<file path="src/icache_settings.svh">
`ifndef ICACHE_SETTINGS_SVH
`define ICACHE_SETTINGS_SVH

// direct-mapped geometry, one 32-bit word per line
`define ICACHE_LINES 16
`define ICACHE_INDEX_BITS 4
`define ICACHE_TAG_BITS 12

// address field positions
// index is addr[5:2], tag is addr[17:6]
`define ICACHE_INDEX_LSB 2
`define ICACHE_TAG_LSB 6

// bits above the tag are not cached but still reach memory

`endif

</file>
<file path="src/icache_pkg.sv">
`include "icache_settings.svh"

package icache_pkg;

    // byte address of one instruction word
    typedef logic [31:0] addr_t;

    // fetched instruction
    typedef logic [31:0] word_t;

    // line select
    typedef logic [`ICACHE_INDEX_BITS-1:0] index_t;

    // stored tag per line
    typedef logic [`ICACHE_TAG_BITS-1:0] tag_t;

    // controller states
    typedef enum logic [1:0] {
        IDLE,
        COMPARE,
        REFILL,
        RESPOND
    } ctrl_state_t;

endpackage

</file>
<file path="src/mem_bus_pkg.sv">
package mem_bus_pkg;

    import icache_pkg::*;

    // refill request, addr is word aligned
    typedef struct packed {
        logic  valid;
        addr_t addr;
    } mem_req_t;

    // refill response, ready is a one-cycle pulse
    typedef struct packed {
        logic  ready;
        word_t data;
    } mem_rsp_t;

endpackage

</file>
<file path="src/icache_ctrl.sv">
`timescale 1ns/1ns
`include "icache_settings.svh"

module icache_ctrl
    import icache_pkg::*;
    import mem_bus_pkg::*;
(
    input  logic     clk,
    input  logic     rst,

    // cpu side
    input  addr_t    cpu_req_addr,
    input  logic     cpu_req_valid,
    output word_t    cpu_req_data,
    output logic     cpu_req_ready,

    // memory side
    output mem_req_t mem_req,
    input  mem_rsp_t mem_rsp,

    // array read port
    output logic     rd_en,
    output index_t   rd_index,
    input  logic     rd_valid,
    input  tag_t     rd_tag,
    input  word_t    rd_data,

    // array refill port
    output logic     wr_en,
    output index_t   wr_index,
    output tag_t     wr_tag,
    output word_t    wr_data
);

    ctrl_state_t state;
    ctrl_state_t next_state;

    addr_t  req_addr;
    index_t req_index;
    tag_t   req_tag;
    word_t  fill_data;

    logic accept;
    logic hit;
    logic miss;
    logic fill_done;

    // rd_en doubles as the lookup-in-flight flag while still in IDLE
    assign accept = (state == IDLE) && cpu_req_valid && !rd_en;

    assign req_index = req_addr[`ICACHE_INDEX_LSB +: `ICACHE_INDEX_BITS];
    assign req_tag   = req_addr[`ICACHE_TAG_LSB +: `ICACHE_TAG_BITS];

    // tag compare on the registered array outputs
    assign hit       = (state == COMPARE) && rd_valid && (rd_tag == req_tag);
    assign miss      = (state == COMPARE) && !hit;
    assign fill_done = (state == REFILL) && mem_rsp.ready;

    always_ff @(posedge clk)
    begin
        if (rst)
            state <= IDLE;
        else
            state <= next_state;
    end

    always_comb
    begin
        next_state = state;
        case (state)
            IDLE:
            begin
                if (rd_en)
                    next_state = COMPARE;
            end
            COMPARE:
            begin
                if (hit)
                    next_state = IDLE;
                else
                    next_state = REFILL;
            end
            REFILL:
            begin
                if (mem_rsp.ready)
                    next_state = RESPOND;
            end
            RESPOND:
                next_state = IDLE;
            default:
                next_state = IDLE;
        endcase
    end

    // issue the lookup one edge after the request is seen
    always_ff @(posedge clk)
    begin
        if (rst)
            rd_en <= 1'b0;
        else
            rd_en <= accept;
    end

    always_ff @(posedge clk)
    begin
        if (accept)
            req_addr <= cpu_req_addr;
    end

    // refill request, held until memory answers
    always_ff @(posedge clk)
    begin
        if (rst)
        begin
            mem_req.valid <= 1'b0;
        end
        else if (miss)
        begin
            mem_req.valid <= 1'b1;
            mem_req.addr  <= {req_addr[31:2], 2'b00};
        end
        else if (fill_done)
        begin
            mem_req.valid <= 1'b0;
        end
    end

    // word returned to the cpu in RESPOND
    always_ff @(posedge clk)
    begin
        if (fill_done)
            fill_data <= mem_rsp.data;
    end

    assign rd_index = req_index;

    // both arrays written in the ready cycle
    assign wr_en    = fill_done;
    assign wr_index = req_index;
    assign wr_tag   = req_tag;
    assign wr_data  = mem_rsp.data;

    assign cpu_req_ready = hit || (state == RESPOND);
    assign cpu_req_data  = (state == RESPOND) ? fill_data : rd_data;

endmodule

</file>
<file path="src/icache_data_array.sv">
`timescale 1ns/1ns
`include "icache_settings.svh"

module icache_data_array
    import icache_pkg::*;
(
    input  logic   clk,
    input  logic   rd_en,
    input  index_t rd_index,
    input  logic   wr_en,
    input  index_t wr_index,
    input  word_t  wr_data,
    output word_t  rd_data
);

    // one word per line, block RAM style
    word_t mem [`ICACHE_LINES];

    always_ff @(posedge clk)
    begin
        if (wr_en)
            mem[wr_index] <= wr_data;
    end

    // synchronous read port
    always_ff @(posedge clk)
    begin
        if (rd_en)
            rd_data <= mem[rd_index];
    end

endmodule

</file>
<file path="src/icache_tag_array.sv">
`timescale 1ns/1ns
`include "icache_settings.svh"

module icache_tag_array
    import icache_pkg::*;
(
    input  logic   clk,
    input  logic   rst,
    input  logic   flush,
    input  logic   rd_en,
    input  index_t rd_index,
    input  logic   wr_en,
    input  index_t wr_index,
    input  tag_t   wr_tag,
    output logic   rd_valid,
    output tag_t   rd_tag
);

    logic [`ICACHE_LINES-1:0] valid_bits;
    tag_t                     tags [`ICACHE_LINES];

    // valid bits, flush beats a refill write
    always_ff @(posedge clk)
    begin
        if (rst || flush)
            valid_bits <= '0;
        else if (wr_en)
            valid_bits[wr_index] <= 1'b1;
    end

    always_ff @(posedge clk)
    begin
        if (wr_en)
            tags[wr_index] <= wr_tag;
    end

    // registered lookup result
    always_ff @(posedge clk)
    begin
        if (rst)
            rd_valid <= 1'b0;
        else if (rd_en)
            rd_valid <= valid_bits[rd_index];
    end

    always_ff @(posedge clk)
    begin
        if (rd_en)
            rd_tag <= tags[rd_index];
    end

endmodule

</file>
<file path="src/icache_top.sv">
`timescale 1ns/1ns

module icache_top
    import icache_pkg::*;
    import mem_bus_pkg::*;
(
    input  logic     clk,
    input  logic     rst,
    input  logic     flush,
    input  addr_t    cpu_req_addr,
    input  logic     cpu_req_valid,
    output word_t    cpu_req_data,
    output logic     cpu_req_ready,
    output mem_req_t mem_req,
    input  mem_rsp_t mem_rsp
);

    logic   rd_en;
    index_t rd_index;
    logic   rd_valid;
    tag_t   rd_tag;
    word_t  rd_data;
    logic   wr_en;
    index_t wr_index;
    tag_t   wr_tag;
    word_t  wr_data;

    icache_ctrl u_icache_ctrl (
        .clk           (clk),
        .rst           (rst),
        .cpu_req_addr  (cpu_req_addr),
        .cpu_req_valid (cpu_req_valid),
        .cpu_req_data  (cpu_req_data),
        .cpu_req_ready (cpu_req_ready),
        .mem_req       (mem_req),
        .mem_rsp       (mem_rsp),
        .rd_en         (rd_en),
        .rd_index      (rd_index),
        .rd_valid      (rd_valid),
        .rd_tag        (rd_tag),
        .rd_data       (rd_data),
        .wr_en         (wr_en),
        .wr_index      (wr_index),
        .wr_tag        (wr_tag),
        .wr_data       (wr_data)
    );

    // flush bypasses the controller
    icache_tag_array u_icache_tag_array (
        .clk      (clk),
        .rst      (rst),
        .flush    (flush),
        .rd_en    (rd_en),
        .rd_index (rd_index),
        .wr_en    (wr_en),
        .wr_index (wr_index),
        .wr_tag   (wr_tag),
        .rd_valid (rd_valid),
        .rd_tag   (rd_tag)
    );

    icache_data_array u_icache_data_array (
        .clk      (clk),
        .rd_en    (rd_en),
        .rd_index (rd_index),
        .wr_en    (wr_en),
        .wr_index (wr_index),
        .wr_data  (wr_data),
        .rd_data  (rd_data)
    );

endmodule

</file>
<file path="config.mk">
export PLATFORM = sky130hd
export DESIGN_NAME = icache_top
export DESIGN_NICKNAME = d
export VERILOG_FILES = /design/src/icache_pkg.sv /design/src/mem_bus_pkg.sv /design/src/icache_ctrl.sv /design/src/icache_data_array.sv /design/src/icache_tag_array.sv /design/src/icache_top.sv
export VERILOG_INCLUDE_DIRS = /design/src /design/src/src
export SDC_FILE = /design/constraint.sdc
export NUM_CORES = 1
export LEC_CHECK = 0
export BUFFER_PORTS_ARGS = -buffer_cell sky130_fd_sc_hd__buf_4
export CAP_MARGIN = 25
export CORE_MARGIN = 8
export CORE_UTILIZATION = 35
export DETAILED_ROUTE_END_ITERATION = 10
export GPL_TIMING_DRIVEN = 0
export PLACE_DENSITY = 0.51
export RECOVER_POWER = 100
export SYNTH_ARGS = -nofsm -noshare
export SYNTH_HDL_FRONTEND = slang
export SYNTH_SLANG_ARGS = --single-unit
export TNS_END_PERCENT = 50
</file>
<file path="constraint.sdc">
create_clock -name clk -period 6.7 [get_ports clk]
set_clock_uncertainty 0.05 [all_clocks]
set_input_delay 1.005 -clock clk [delete_from_list [all_inputs] [get_ports clk]]
set_output_delay 1.005 -clock clk [all_outputs]
set_load 0.02 [all_outputs]
</file>
==> run_results.csv <==
group,metric,value,unit
run_status,outcome,"finished with violations",
run_status,violations,"max-capacitance violations, max-slew violations",
global_route,grt_first_pass_wirelength,109,mm
floorplanning,ios,135,
sta,fmax,0.189,GHz
floorplanning,initial_core_util,35.1,%
floorplanning,row_count,111,
floorplanning,fp.dieH,318,um
global_route,grt_max_degree,29,
detailed_routing,dr.pass1.iters,5,
detailed_routing,wirelength,74.1,mm
placed_design,gp_congestion,0.691,
logic_synthesis,synth_cell_type_count,36,
power_and_ir_drop,powerDensity,305,nW/um^2
sta,hold_violations,0,
final_layout,post-route-util,41.3,%
clocking,cts_buffers,93,
floorplanning,core_region_area,91100,um^2
logic_synthesis,seq_area_frac_synth,80.3,%
worst_setup_path,endpoint_kind,"register",
placed_design,place_hpwl,48.5,mm
logic_synthesis,synth_edf_count,840,
logic_synthesis,synth_ff_type,"edfxtp_1",
logic_synthesis,ys.warnings.count,0,
logic_synthesis,syn_avg_cell_area,25.1,um^2
global_route,gr-total-overflow,0,
sta,min_period_over_period,78.9,%
worst_setup_path,worstPathRequired,6.99,ns
sta,min_period,5.29,ns
floorplanning,chipWidth,318,um
detailed_routing,drc_errors,0,
logic_synthesis,synth.largest_area_cell,"edfxtp_1",
sta,worst-slew-pin-transition,2.12,ns
detailed_routing,avgRoutedWirePerCell,26.2,um
clocking,clkLatencyLatePin,0.64,ns
power_and_ir_drop,ir_drop,0.171,mV
logic_synthesis,netlist.area_leader.share,79.0,%
logic_synthesis,synthArstFlopShare,0,%
logic_synthesis,synth_common_cells,"edfxtp_1 (840), mux4_2 (222), mux2_2 (33), dfxtp_1 (21), nor2_1 (19)",
clocking,h-tree-depth,3,
flow_run,drv_cap,8,
placed_design,place_area,35700,um^2
detailed_routing,viasPerCell,5.04,
clocking,cts.hold.buffers_added,0,
global_route,grt_pass1_vias,15681,
clocking,clock-sinks,861,
worst_setup_path,critPathArrivalTime,5.58,ns
logic_synthesis,netlist_instances,1272,
clocking,cts_buffer_depth,3,
logic_synthesis,synth-seq-cells,861,
logic_synthesis,netlist_area,31900,um^2
worst_setup_path,path_class,"reg -> reg",
sta,final-max-slew-violation-count,150,
final_layout,areaGrowthSynthToFinish,17.8,%
min_path,hold_class,"reg -> reg",
clocking,cts_root_buffer,"clkbuf_16",
logic_synthesis,yosys-top-cells-area,"edfxtp_1 (79%), mux4_2 (16%), dfxtp_1 (1.3%)",
sta,setup_viol,0,
power_and_ir_drop,finalPower,11.5,mW
sta,max_slew_margin,-41.9,%
final_layout,design_area,37600,um^2
detailed_routing,via_count,14227,
final_layout,drive_gt1_share,28.8,%
power_and_ir_drop,leakage,11.6,nW
floorplanning,dieArea,101000,um^2
clocking,cts_tree,"yes",
logic_synthesis,yosysMostFrequentCell,"edfxtp_1",
worst_setup_path,cp-start-kind,"register",
global_route,grt_use_total,14.6,%
global_route,antenna_found_initial,1,
final_layout,finalNetCount,1635,
placed_design,numPortBuffers,130,
clocking,cts.clk_slew.worst_paths,0.06,ns
sta,rsz0062_at_grt,"no",
detailed_routing,ant_nets,0,
clocking,cts_resized,0,
worst_setup_path,critPathMaxFanout,10,
detailed_routing,drt_iter0_drc,1280,
clocking,postCtsSetupBuffers,0,
## report_power, final
| part | internal [mW] | leakage [nW] | switching, mW |
|---|---|---|---|
| Sequential | 6.00 | 7.75 | 0.0500 |
| Combinational | 0.282 | 2.49 | 0.352 |
| Clock | 2.76 | 1.39 | 2.05 |
| Total | 9.04 | 11.6 | 2.45 |
## stage by stage
step / hold WS, ns / std cells / TNS, ns / worst slack, ns
2_1_floorplan: 0.350 / 1273 / 0 / 0.937
3_3_place_gp: 0.351 / 2589 / -1400.04 / -4.79
3_5_place_dp: 0.355 / 2655 / 0 / 2.35
4_1_cts: 0.365 / 2821 / 0 / 2.14
5_1_grt: 0.371 / 2823 / 0 / 1.12
6_report: 0.365 / 2824 / 0 / 1.41
## per-layer routing
layer / part of all wire (%) / vias to the layer above / track usage, %
met5: 0.22 / - / 1.06
met4: 1.7 / 4 / 3.62
met3: 5.0 / 98 / 2.88
met2: 49 / 392 / 24.1
met1: 44 / 7668 / 19.8
li1: - / 6065 / -
## cells by family after synthesis
kind of cell | Yosys count | share of synthesized area (%)
flip-flops | 861 | 80.3
multiplexers | 259 | 16.9
buffers and inverters | 65 | 1.12
AND/OR/NAND/NOR | 51 | 0.807
AO/OA/AOI/OAI | 23 | 0.513
XOR/XNOR | 12 | 0.329
other | 1 | 0.0117
## area by class of cell
cell class,instances,area [um^2]
Tap cell,1186,1480
Fill cell,8012,53500
Inverter,3,11.3
Multi-Input combinational cell,347,5950
Buffer,62,339
Timing Repair Buffer,198,1350
Sequential cell,861,25600
Clock buffer,114,2460
Antenna cell,1,2.50
Clock inverter,52,389
## placed cells by master (no fill, tap or decap), types with 5 or more instances in the layout
cell,n
clkinv_1,20
nor3_1,10
buf_4,15
clkinv_2,16
clkbuf_16,95
buf_2,10
nand2_1,5
xnor2_1,12
edfxtp_1,840
o21a_1,12
buf_6,13
mux4_2,222
nor2_1,19
buf_12,14
buf_16,7
dfxtp_1,21
clkbuf_1,178
clkinvlp_4,5
mux2_2,29
buf_1,8
clkbuf_4,29
## state kept, by name, indices dropped and copies added (netlist names), named ones only
register,count
u_icache_tag_array.tags,192
u_icache_data_array.rd_data,32
u_icache_data_array.mem,512
u_icache_ctrl.fill_data,32
u_icache_tag_array.rd_tag,12
u_icache_ctrl.rd_en,1
u_icache_ctrl.mem_req,31
u_icache_tag_array.rd_valid,1
u_icache_ctrl.state,1
u_icache_ctrl.req_addr,30
u_icache_tag_array.valid_bits,16
## worst max-delay path: stages, from the launching register on
cell and delay, ns:
edfxtp_1 0.34, clkbuf_1 0.46, clkbuf_1 0.84, clkbuf_1 0.77
nand2_1 0.29, nor3_1 0.98, clkbuf_1 0.59, clkbuf_1 0.40
buf_6 0.24
## path summary, 6_finish.rpt
| check | start | endpoint | slack (ns) | cells after the start |
|---|---|---|---|---|
| setup reg to reg | u_icache_ctrl.req_addr[5] | u_icache_data_array.mem[8][7] | 1.41 | 8 |
| hold / removal | u_icache_ctrl.req_addr[23] | u_icache_ctrl.mem_req[23] | 0.37 | 0 |
| setup / recovery | u_icache_ctrl.req_addr[5] | u_icache_data_array.mem[8][7] | 1.41 | 8 |
| hold reg to reg | u_icache_ctrl.req_addr[23] | u_icache_ctrl.mem_req[23] | 0.37 | 0 |
Power figures use the tool's default switching activity.
